[src/include/idu_defines.svh]
`ifndef IDU_DEFINES_SVH
`define IDU_DEFINES_SVH

// instruction word.
`define ISA_WIDTH 32

// field widths of the base formats.
`define FUNCT7_WIDTH 7
`define FUNCT3_WIDTH 3
`define OPCODE_WIDTH 7
`define REG_IDX_WIDTH 5

// decoded instruction number.
`define INST_NUM_WIDTH 6

// the one system word that is decoded.
`define EBREAK_WORD `ISA_WIDTH'b0000000_00001_00000_000_00000_1110011

`endif

[src/rtl/idu_pkg.sv]
`include "idu_defines.svh"

package idu_pkg;

    // inv must stay zero.
    typedef enum logic [`INST_NUM_WIDTH-1:0] {
        num_inv = 0,
        num_lui, num_auipc, num_jal, num_jalr,
        num_beq, num_bne, num_blt, num_bge, num_bltu, num_bgeu,
        num_lb, num_lh, num_lw, num_lbu, num_lhu,
        num_sb, num_sh, num_sw,
        num_addi, num_slti, num_sltiu, num_xori, num_ori, num_andi,
        num_slli, num_srli, num_srai,
        num_add, num_sub, num_sll, num_slt, num_sltu,
        num_xor, num_srl, num_sra, num_or, num_and,
        num_ebreak
    } inst_num_e;

    typedef enum logic [3:0] {
        cls_none,
        cls_load,
        cls_store,
        cls_branch,
        cls_jal,
        cls_jalr,
        cls_lui,
        cls_auipc,
        cls_op_imm,
        cls_op,
        cls_system
    } inst_class_e;

    typedef struct packed {
        inst_num_e                inst_num;
        logic [`REG_IDX_WIDTH-1:0] rd;
        logic [`REG_IDX_WIDTH-1:0] rs1;
        logic [`REG_IDX_WIDTH-1:0] rs2;
        logic [`ISA_WIDTH-1:0]     imm;
        logic                      rd_we;
    } idu_out_t;

endpackage

[src/rtl/rv_isa_pkg.sv]
`include "idu_defines.svh"

package rv_isa_pkg;

    typedef logic [`FUNCT7_WIDTH-1:0] funct7_t;
    typedef logic [`FUNCT3_WIDTH-1:0] funct3_t;
    typedef logic [`REG_IDX_WIDTH-1:0] reg_idx_t;

    // major opcodes, low two bits are always 11.
    typedef enum logic [`OPCODE_WIDTH-1:0] {
        opc_load   = 7'b0000011,
        opc_store  = 7'b0100011,
        opc_branch = 7'b1100011,
        opc_jal    = 7'b1101111,
        opc_jalr   = 7'b1100111,
        opc_lui    = 7'b0110111,
        opc_auipc  = 7'b0010111,
        opc_op_imm = 7'b0010011,
        opc_op     = 7'b0110011,
        opc_system = 7'b1110011
    } rv_opcode_e;

    typedef struct packed {
        funct7_t    funct7;
        reg_idx_t   rs2;
        reg_idx_t   rs1;
        funct3_t    funct3;
        reg_idx_t   rd;
        rv_opcode_e opcode;
    } rv_r_t;

    typedef struct packed {
        logic [11:0] imm_11_0;
        reg_idx_t    rs1;
        funct3_t     funct3;
        reg_idx_t    rd;
        rv_opcode_e  opcode;
    } rv_i_t;

    typedef struct packed {
        logic [6:0] imm_11_5;
        reg_idx_t   rs2;
        reg_idx_t   rs1;
        funct3_t    funct3;
        logic [4:0] imm_4_0;
        rv_opcode_e opcode;
    } rv_s_t;

    typedef struct packed {
        logic       imm_12;
        logic [5:0] imm_10_5;
        reg_idx_t   rs2;
        reg_idx_t   rs1;
        funct3_t    funct3;
        logic [3:0] imm_4_1;
        logic       imm_11;
        rv_opcode_e opcode;
    } rv_b_t;

    typedef struct packed {
        logic [19:0] imm_31_12;
        reg_idx_t    rd;
        rv_opcode_e  opcode;
    } rv_u_t;

    typedef struct packed {
        logic       imm_20;
        logic [9:0] imm_10_1;
        logic       imm_11;
        logic [7:0] imm_19_12;
        reg_idx_t   rd;
        rv_opcode_e opcode;
    } rv_j_t;

    // one word, six views.
    typedef union packed {
        rv_r_t r;
        rv_i_t i;
        rv_s_t s;
        rv_b_t b;
        rv_u_t u;
        rv_j_t j;
    } rv_inst_u;

endpackage

[src/rtl/idu_ctrl.sv]
`include "idu_defines.svh"

module idu_ctrl (
    input  logic                  clk,
    input  logic                  arst_n,
    input  logic                  in_valid,
    output logic                  in_ready,
    input  rv_isa_pkg::rv_inst_u  inst,
    input  idu_pkg::inst_class_e  cls,
    input  logic [`ISA_WIDTH-1:0] imm,
    input  idu_pkg::inst_num_e    load_num,
    input  idu_pkg::inst_num_e    store_num,
    input  idu_pkg::inst_num_e    branch_num,
    input  idu_pkg::inst_num_e    op_imm_num,
    input  idu_pkg::inst_num_e    op_num,
    input  idu_pkg::inst_num_e    jalr_num,
    input  idu_pkg::inst_num_e    srli_addi_num,
    input  idu_pkg::inst_num_e    add_add_num,
    input  idu_pkg::inst_num_e    srl_add_num,
    input  idu_pkg::inst_num_e    ebreak_num,
    output logic                  out_valid,
    input  logic                  out_ready,
    output idu_pkg::idu_out_t     out
);

    import idu_pkg::*;

    inst_num_e num;
    idu_out_t  rec;
    logic      has_rs2;
    logic      has_rd;

    always_comb begin
        case (cls)
            cls_load:   num = load_num;
            cls_store:  num = store_num;
            cls_branch: num = branch_num;
            cls_jal:    num = num_jal;
            cls_jalr:   num = jalr_num;
            cls_lui:    num = num_lui;
            cls_auipc:  num = num_auipc;
            cls_op_imm: num = (op_imm_num == num_srli) ? srli_addi_num : op_imm_num;
            cls_op: begin
                if (op_num == num_add) begin
                    num = add_add_num;
                end else if (op_num == num_srl) begin
                    num = srl_add_num;
                end else begin
                    num = op_num;
                end
            end
            cls_system: num = ebreak_num;
            default:    num = num_inv;
        endcase
    end

    // register fields that the format actually carries.
    assign has_rs2 = (cls == cls_store) || (cls == cls_branch) || (cls == cls_op);
    assign has_rd  = (cls == cls_load) || (cls == cls_jalr) || (cls == cls_op_imm) ||
                     (cls == cls_op) || (cls == cls_lui) || (cls == cls_auipc) ||
                     (cls == cls_jal);

    always_comb begin
        rec.inst_num = num;
        rec.rd       = has_rd ? inst.r.rd : '0;
        rec.rs1      = inst.r.rs1;
        rec.rs2      = has_rs2 ? inst.r.rs2 : '0;
        rec.imm      = imm;
        rec.rd_we    = (num != num_inv) && (num != num_ebreak) &&
                       (cls != cls_store) && (cls != cls_branch);
    end

    assign in_ready = !out_valid || out_ready; // empty or draining.

    always_ff @(posedge clk or negedge arst_n) begin
        if (!arst_n) begin
            out_valid <= 1'b0;
        end else if (in_ready) begin
            out_valid <= in_valid;
        end
    end

    always_ff @(posedge clk) begin
        if (in_valid && in_ready) begin
            out <= rec;
        end
    end

    a_hold_stable: assert property (@(posedge clk) disable iff (!arst_n)
        out_valid && !out_ready |=> $stable(out));

    a_no_drop: assert property (@(posedge clk) disable iff (!arst_n)
        out_valid && !out_ready |=> out_valid);

endmodule

[src/rtl/idu_funct3.sv]
`include "idu_defines.svh"

module idu_funct3 (
    input  rv_isa_pkg::rv_inst_u inst,
    output idu_pkg::inst_num_e   load_num,
    output idu_pkg::inst_num_e   store_num,
    output idu_pkg::inst_num_e   branch_num,
    output idu_pkg::inst_num_e   op_imm_num,
    output idu_pkg::inst_num_e   op_num,
    output idu_pkg::inst_num_e   jalr_num
);

    import idu_pkg::*;

    logic f7_zero;

    assign f7_zero = (inst.r.funct7 == `FUNCT7_WIDTH'b0);

    always_comb begin
        load_num   = num_inv;
        store_num  = num_inv;
        branch_num = num_inv;
        op_imm_num = num_inv;
        op_num     = num_inv;
        jalr_num   = (inst.i.funct3 == `FUNCT3_WIDTH'd0) ? num_jalr : num_inv;

        case (inst.i.funct3)
            3'd0: load_num = num_lb;
            3'd1: load_num = num_lh;
            3'd2: load_num = num_lw;
            3'd4: load_num = num_lbu;
            3'd5: load_num = num_lhu;
            default: load_num = num_inv;
        endcase

        case (inst.s.funct3)
            3'd0: store_num = num_sb;
            3'd1: store_num = num_sh;
            3'd2: store_num = num_sw;
            default: store_num = num_inv;
        endcase

        case (inst.b.funct3)
            3'd0: branch_num = num_beq;
            3'd1: branch_num = num_bne;
            3'd4: branch_num = num_blt;
            3'd5: branch_num = num_bge;
            3'd6: branch_num = num_bltu;
            3'd7: branch_num = num_bgeu;
            default: branch_num = num_inv;
        endcase

        case (inst.i.funct3)
            3'd0: op_imm_num = num_addi;
            3'd1: op_imm_num = f7_zero ? num_slli : num_inv;
            3'd2: op_imm_num = num_slti;
            3'd3: op_imm_num = num_sltiu;
            3'd4: op_imm_num = num_xori;
            3'd5: op_imm_num = num_srli; // slot key, funct7 settles it.
            3'd6: op_imm_num = num_ori;
            default: op_imm_num = num_andi;
        endcase

        case (inst.r.funct3)
            3'd0: op_num = num_add; // slot key.
            3'd1: op_num = f7_zero ? num_sll : num_inv;
            3'd2: op_num = f7_zero ? num_slt : num_inv;
            3'd3: op_num = f7_zero ? num_sltu : num_inv;
            3'd4: op_num = f7_zero ? num_xor : num_inv;
            3'd5: op_num = num_srl; // slot key.
            3'd6: op_num = f7_zero ? num_or : num_inv;
            default: op_num = f7_zero ? num_and : num_inv;
        endcase
    end

endmodule

[src/rtl/idu_funct7.sv]
`include "idu_defines.svh"

module idu_funct7 (
    input  rv_isa_pkg::rv_inst_u inst,
    output idu_pkg::inst_num_e   srli_addi_num,
    output idu_pkg::inst_num_e   add_add_num,
    output idu_pkg::inst_num_e   srl_add_num,
    output idu_pkg::inst_num_e   ebreak_num
);

    import idu_pkg::*;

    always_comb begin
        case (inst.r.funct7)
            `FUNCT7_WIDTH'b0000000: begin
                srli_addi_num = num_srli;
                add_add_num   = num_add;
                srl_add_num   = num_srl;
            end
            `FUNCT7_WIDTH'b0100000: begin
                srli_addi_num = num_srai;
                add_add_num   = num_sub;
                srl_add_num   = num_sra;
            end
            default: begin
                srli_addi_num = num_inv;
                add_add_num   = num_inv;
                srl_add_num   = num_inv;
            end
        endcase
    end

    // whole word must match, no don't-care bits.
    assign ebreak_num = (inst == `EBREAK_WORD) ? num_ebreak : num_inv;

endmodule

[src/rtl/idu_imm_gen.sv]
`include "idu_defines.svh"

module idu_imm_gen (
    input  rv_isa_pkg::rv_inst_u  inst,
    input  idu_pkg::inst_class_e  cls,
    output logic [`ISA_WIDTH-1:0] imm
);

    import idu_pkg::*;

    always_comb begin
        case (cls)
            cls_load, cls_jalr, cls_op_imm, cls_system: begin
                imm = {{(`ISA_WIDTH-12){inst.i.imm_11_0[11]}}, inst.i.imm_11_0};
            end
            cls_store: begin
                imm = {{(`ISA_WIDTH-12){inst.s.imm_11_5[6]}},
                       inst.s.imm_11_5, inst.s.imm_4_0};
            end
            cls_branch: begin
                imm = {{(`ISA_WIDTH-13){inst.b.imm_12}}, inst.b.imm_12, inst.b.imm_11,
                       inst.b.imm_10_5, inst.b.imm_4_1, 1'b0};
            end
            cls_lui, cls_auipc: begin
                imm = {inst.u.imm_31_12, 12'b0}; // upper 20 bits, no extension.
            end
            cls_jal: begin
                imm = {{(`ISA_WIDTH-21){inst.j.imm_20}}, inst.j.imm_20, inst.j.imm_19_12,
                       inst.j.imm_11, inst.j.imm_10_1, 1'b0};
            end
            default: begin
                imm = '0; // register alu and undecoded words.
            end
        endcase
    end

endmodule

[src/rtl/idu_opcode.sv]
module idu_opcode (
    input  rv_isa_pkg::rv_opcode_e opcode,
    output idu_pkg::inst_class_e   cls
);

    import rv_isa_pkg::*;
    import idu_pkg::*;

    always_comb begin
        cls = cls_none;
        if (opcode[1:0] == 2'b11) begin // compressed space never decodes.
            case (opcode)
                opc_load:   cls = cls_load;
                opc_store:  cls = cls_store;
                opc_branch: cls = cls_branch;
                opc_jal:    cls = cls_jal;
                opc_jalr:   cls = cls_jalr;
                opc_lui:    cls = cls_lui;
                opc_auipc:  cls = cls_auipc;
                opc_op_imm: cls = cls_op_imm;
                opc_op:     cls = cls_op;
                opc_system: cls = cls_system;
                default:    cls = cls_none;
            endcase
        end
    end

endmodule

[src/rtl/idu_top.sv]
`include "idu_defines.svh"

module idu_top (
    input  logic                 clk,
    input  logic                 arst_n,
    input  logic                 in_valid,
    output logic                 in_ready,
    input  rv_isa_pkg::rv_inst_u inst,
    output logic                 out_valid,
    input  logic                 out_ready,
    output idu_pkg::idu_out_t    out
);

    import idu_pkg::*;

    inst_class_e           cls;
    logic [`ISA_WIDTH-1:0] imm;
    inst_num_e             load_num;
    inst_num_e             store_num;
    inst_num_e             branch_num;
    inst_num_e             op_imm_num;
    inst_num_e             op_num;
    inst_num_e             jalr_num;
    inst_num_e             srli_addi_num;
    inst_num_e             add_add_num;
    inst_num_e             srl_add_num;
    inst_num_e             ebreak_num;

    idu_opcode u_opcode (
        .opcode(inst.r.opcode),
        .cls   (cls)
    );

    idu_funct3 u_funct3 (
        .inst      (inst),
        .load_num  (load_num),
        .store_num (store_num),
        .branch_num(branch_num),
        .op_imm_num(op_imm_num),
        .op_num    (op_num),
        .jalr_num  (jalr_num)
    );

    idu_funct7 u_funct7 (
        .inst         (inst),
        .srli_addi_num(srli_addi_num),
        .add_add_num  (add_add_num),
        .srl_add_num  (srl_add_num),
        .ebreak_num   (ebreak_num)
    );

    idu_imm_gen u_imm_gen (
        .inst(inst),
        .cls (cls),
        .imm (imm)
    );

    idu_ctrl u_ctrl (
        .clk          (clk),
        .arst_n       (arst_n),
        .in_valid     (in_valid),
        .in_ready     (in_ready),
        .inst         (inst),
        .cls          (cls),
        .imm          (imm),
        .load_num     (load_num),
        .store_num    (store_num),
        .branch_num   (branch_num),
        .op_imm_num   (op_imm_num),
        .op_num       (op_num),
        .jalr_num     (jalr_num),
        .srli_addi_num(srli_addi_num),
        .add_add_num  (add_add_num),
        .srl_add_num  (srl_add_num),
        .ebreak_num   (ebreak_num),
        .out_valid    (out_valid),
        .out_ready    (out_ready),
        .out          (out)
    );

endmodule

[config.mk]
export PLATFORM = sky130hd
export DESIGN_NAME = idu_top
export DESIGN_NICKNAME = d
export VERILOG_FILES = /design/src/rtl/idu_pkg.sv /design/src/rtl/rv_isa_pkg.sv /design/src/rtl/idu_ctrl.sv /design/src/rtl/idu_funct3.sv /design/src/rtl/idu_funct7.sv /design/src/rtl/idu_imm_gen.sv /design/src/rtl/idu_opcode.sv /design/src/rtl/idu_top.sv
export VERILOG_INCLUDE_DIRS = /design/src /design/src/include
export SDC_FILE = /design/constraint.sdc
export NUM_CORES = 1
export LEC_CHECK = 0
export ABC_AREA = 1
export CORE_MARGIN = 1
export CORE_UTILIZATION = 54
export CTS_CLUSTER_SIZE = 25
export DETAILED_ROUTE_END_ITERATION = 6
export DONT_BUFFER_PORTS = 1
export PLACE_DENSITY_LB_ADDON = 0.1
export SETUP_SLACK_MARGIN = 0.02
export SYNTH_ARGS = -nofsm -noshare
export SYNTH_HDL_FRONTEND = slang
export SYNTH_SLANG_ARGS = --single-unit
[constraint.sdc]
create_clock -name clk -period 4.9 [get_ports clk]
set_input_delay 0.98 -clock clk [delete_from_list [all_inputs] [get_ports clk]]
set_output_delay 0.98 -clock clk [all_outputs]
set_load 0.005 [all_outputs]
## Word-level counts from Yosys, hierarchy flattened

Index checks and enable logic that the tools add are counted.

- Bitwise logic cells: 0
- Shift operators: 0
- Equality and inequality tests: 36
- Divide/modulo/power cells: 0
- $lt $le $gt $ge: 0
- Mux-type cells: 24
- Add/subtract/negate cells: 0
- Reduce and logical (&&, ||, !) cells: 19
- Multipliers: 0

Operator list:

| kind | number |
|---|---|
| $pmux 32 s5 | 1 |
| $pmux 6 s7 | 2 |
| $pmux 6 s10 | 1 |
| $mux 6 | 8 |
| $pmux 4 s10 | 1 |
| $eq 32x21->1 const B | 1 |
| $eq 7x6->1 const B | 4 |
| $eq 7x7->1 const B | 4 |
| $pmux 4 s6 | 1 |
| $pmux 4 s5 | 1 |
| $pmux 5 s2 | 2 |
| $eq 4x3->1 const B | 4 |
| $mux 5 | 3 |
| $pmux 5 s3 | 1 |
| $eq 7x5->1 const B | 2 |
| $eq 3x3->1 const B | 4 |
| $eq 4x4->1 const B | 3 |
| $eq 6x5->1 const B | 2 |
| $pmux 6 s2 | 1 |
| $logic_or 1x1->1 | 9 |
| $eq 4x2->1 const B | 2 |
| $ne 4x2->1 const B | 2 |
| $eq 7x2->1 const B | 1 |
| $logic_not 7->1 | 1 |
| 14 further kinds | 18 |

- Bits in writable memories: 0
- Register bits after elaboration: 55
- Latch bits: 0
- Memories kept: 0
- Memory bits (read-only): 0

## Longest topological paths before layout

- Word-level depth: 11
- Gate-level depth with buffers: 13
- Depth with buffers taken out: 12

## Modules after synthesis

A second synthesis with hierarchy kept.

- Cells, all modules: 624
- Area total of the unflattened synthesis: 4316.6 um^2

By module, submodules not included:

| module | instances | area an instance (um^2) | cells an instance |
|---|---|---|---|
| idu_ctrl | 1 | 2628.8 | 276 |
| idu_imm_gen | 1 | 720.7 | 165 |
| idu_funct3 | 1 | 478.0 | 87 |
| idu_funct7 | 1 | 315.3 | 62 |
| idu_opcode | 1 | 173.9 | 34 |

## Worst setup path before layout

Ideal clock, no wire load.

- Path kind: input to register
- Start: input in_valid
- End: register u_ctrl.out[0] (netlist name)
- Buffers on the path: 0
- Setup time: 0.483 ns
- Stages: 2
- Required time: 4.417 ns
- Path slack: 0.766 ns
- Arrival: 3.651 ns
- Path through: inv_1 -> a21oi_1

- Cells in the longest elaborated chain, start to end: 1

Ends and longest elaborated chain:

| item | RTL line | RTL |
|---|---|---|
| start: declaration | idu_top.sv:6 | `input logic in_valid,` |
| $logic_and 1x1->1 | idu_ctrl.sv:84 | `if (in_valid && in_ready) begin` |

No other way between the ends.
A chain may end at the register's enable or synchronous reset.

## Final worst setup path

- Start: input inst[2] (netlist bit)
- End: register u_ctrl.out[43] (netlist name)

- Cells in the longest elaborated chain, start to end: 10

Ends and longest elaborated chain:

| item | RTL line | RTL |
|---|---|---|
| start: declaration | idu_top.sv:8 | `input rv_isa_pkg::rv_inst_u inst,` |
| $eq 7x7->1 (tied with other cells) | idu_opcode.sv:12 | `case (opcode)` |
| $pmux 4 s10 (*) | idu_opcode.sv:12 |  |
| $mux 4 (*) | idu_opcode.sv:11 | `if (opcode[1:0] == 2'b11) begin` |
| $eq 4x1->1 or $eq 4x3->1 (tied branches) | idu_ctrl.sv:59 | `assign has_rd = (cls == cls_load) \|\| (cls == cls_jalr) \|\| (cls == cls_op_imm) \|\|` |
| $logic_or 1x1->1 (3 in a row) | idu_ctrl.sv:59 |  |
| $logic_or 1x1->1 (2 in a row) | idu_ctrl.sv:60 | `(cls == cls_op) \|\| (cls == cls_lui) \|\| (cls == cls_auipc) \|\|` |
| $logic_or 1x1->1 (*) | idu_ctrl.sv:60 |  |

Every way passes the cells marked *; elsewhere a longest branch is shown, timed or not.

==> flow_summary.yaml <==
sta:
  worst_pin_slew_ps: 826
  drv_slew: 0
  final-hold-violation-count: 0
  rsz0062_at_grt: "false"
  fin_ws_ps: 2240
  layout_min_cycle_time_ps: 2660
  fmax_ghz: 0.376
  setup_tns_ps: 0
  finalCritPeriodShare_pct: 54.2
  finalSetupViolCount: 0
  relSlewSlack_pct: 44.8
  fin_worst_skew_ps: 8.72
yosys:
  synth_nets: 347
  yosysUniqueCellTypes: 29
  netlist_instances: 311
  syn_avg_cell_area_um2: 9.14
  synth-seq-cells: 55
  yosysWarnings: 0
  ys_seq_area_share_pct: 57.9
  syn_area_um2: 2840
global_routing:
  track_usage_pct: 24.4
  overflow: 0
  antenna_found_initial: 0
  grt_pass1_vias: 2058
  grt_max_degree: 55
  grt_pass1_wl_um: 10000
finish:
  seq_area_um2: 1650
  drive_gt1_share_pct: 13.0
  fin_area_um2: 3010
  final_common_cell: "nand2_1"
  antenna_cells: 0
  fill_cells: 464
  finalNonFillerCells: 386
  final_cell_mix: "nand2_1 (64), edfxtp_1 (54), nor2_1 (48)"
  area.growth.synth_to_final_pct: 5.90
  multi_input_area_um2: 1010
  nNetsFinal: 351
floorplanning:
  coreArea_um2: 5070
  die_y_um: 74.6
  die_width_um: 74.6
  die-area_um2: 5560
  io_pins: 92
  initial_utilization_pct: 56.0
  fp-row-count: 26
critical_path:
  crit_path_frequent_cell: "nor2_1"
  rr_endpoint: "u_ctrl.out[27]"
  cpMaxStageDelayCell: "nand3_1"
  start_kind: "input pin"
  reg2reg_depth: 2
  r2r_slack_ps: 3370
  crit_arrival_ps: 2700
  cp.buffers_inverters: 1
  path_max_fanout: 15
  critPathRequiredTime_ps: 4940
  path_delay_family: "simple AND/OR/NAND/NOR gates"
  crit_type: "input pin to flip-flop"
  critPathCaptureType: "flip-flop"
  r2r-start: "u_ctrl.out_valid"
  path_cells: "inv_2 -> nor2_1 -> nand3_1 -> nand2_1 -> nor4_2 -> nor2_1"
  critPathMaxStageDelay_ps: 620
clock_tree:
  path_clk_slew_ps: 90
  clock_latency_ps: 310
  cts_hold_buf: 0
  cts_sinks: 55
  cts-buffers-inserted: 5
  clk_path_buf_depth: 2
  h-tree-depth: 2
  cts_setup_buffers: 0
  cts-resized-gates: 0
  ctsRootBufferMaster: "clkbuf_8"
  cts_tree: "built"
drt:
  met1_length_um: 2720
  top_layer: "met4"
  dr_wl_met3_um: 571
  drc: 0
  drt_first_pass_iters: 4
  wl_per_cell_um: 16.9
  antenna_left: 0
  drt-initial-drc-count: 153
  vias: 2198
  wl_met2_um: 3140
  vias_per_cell: 5.69
  wl_um: 6530
placement:
  dpl-instance-area_um2: 2920
  place_ws_ps: 1870
  dpl.cell_count: 378
  portBuffers: 0
  dp_hpwl_um: 4960
  place_congestion: 0.913
worst_hold_path:
  hold_path_class: "input pin to async pin"
pwr:
  power_per_cell_area_nw_per_um2: 287
  leakage_uw: 0.00126
  vdd_drop_max_uv: 135
run:
  cap_viol_max_count: 0
outcome:
  status: "completed"
layer usage:
layer	vias up	GRT usage, %
met5	-	0
met2	103	39.3
met1	1029	32.9
met3	11	6.23
met4	0	6.08
li1	1055	-
metrics by stage:
step	util [%]	hold WS, ps	power, µW
after floorplan	-	528	615
after CTS	59.3	354	868
after detailed placement	57.6	670	630
after global placement	57.6	612	628
final	59.3	362	864
after global routing	59.3	342	896
cells in the mapped netlist:
cell / number / area share, %
o21ai_0: 11 / 1.9
nor3_1: 3 / 0.53
nand2_2: 1 / 0.22
o2111ai_1: 1 / 0.31
nand2_1: 64 / 8.5
edfxtp_1: 54 / 57
a21boi_1: 1 / 0.26
clkinv_1: 1 / 0.13
o21a_1: 1 / 0.26
o22ai_1: 5 / 1.1
a21oi_1: 5 / 0.88
nand3_4: 1 / 0.62
inv_2: 10 / 1.3
nor2_1: 48 / 6.3
nand3_1: 25 / 4.4
inv_1: 36 / 4.8
nor2_2: 6 / 1.3
nor4_1: 2 / 0.44
nor3_2: 1 / 0.35
dfrtp_1: 1 / 0.88
o21ai_2: 12 / 3.7
nor4_2: 1 / 0.44
nand4_1: 7 / 1.5
buf_2: 2 / 0.35
o21ai_1: 8 / 1.4
buf_6: 1 / 0.40
or2_1: 1 / 0.22
clkbuf_1: 1 / 0.13
o31ai_1: 1 / 0.26
state kept, by name, indices dropped and copies added, names as in the netlist:
name / flops
u_ctrl.out_valid: 1
u_ctrl.out: 54
area by class of cell:
cell class | instances | share of cell area, %
Inverter | 47 | 5.86
Clock inverter | 2 | 0.457
Clock buffer | 6 | 2.41
Multi-Input combinational cell | 205 | 33.4
Tap cell | 70 | 2.91
Timing Repair Buffer | 1 | 0.249
Sequential cell | 55 | 54.7
cells by family (layout without fill, tap and decap cells):
group,Yosys count,count (layout),synth area share [%]
compound gates,45,45,10.1
buf+inv,51,56,7.09
flops,55,55,57.9
simple gates,160,160,24.9
worst max path at each step:
| stage | start | to | cells after the start |
|---|---|---|---|
| 6_report | inst[2] | u_ctrl.out[43] | 6 |
| 5_1_grt | inst[2] | u_ctrl.out[43] | 6 |
| 4_1_cts | inst[2] | u_ctrl.out[43] | 6 |
| 3_5_place_dp | inst[2] | u_ctrl.out[43] | 6 |
| 3_3_place_gp | inst[2] | u_ctrl.out[43] | 6 |
| 2_1_floorplan | in_valid | u_ctrl.out[0] | 2 |
power by group:
group	total, µW	internal, µW	leakage, µW	switching [µW]
Clock	244	101	0.0000452	143
Sequential	553	542	0.000551	11.9
Combinational	65.9	16.1	0.000663	49.8
Total	864	659	0.00126	205
Power figures use the tool's default switching activity.
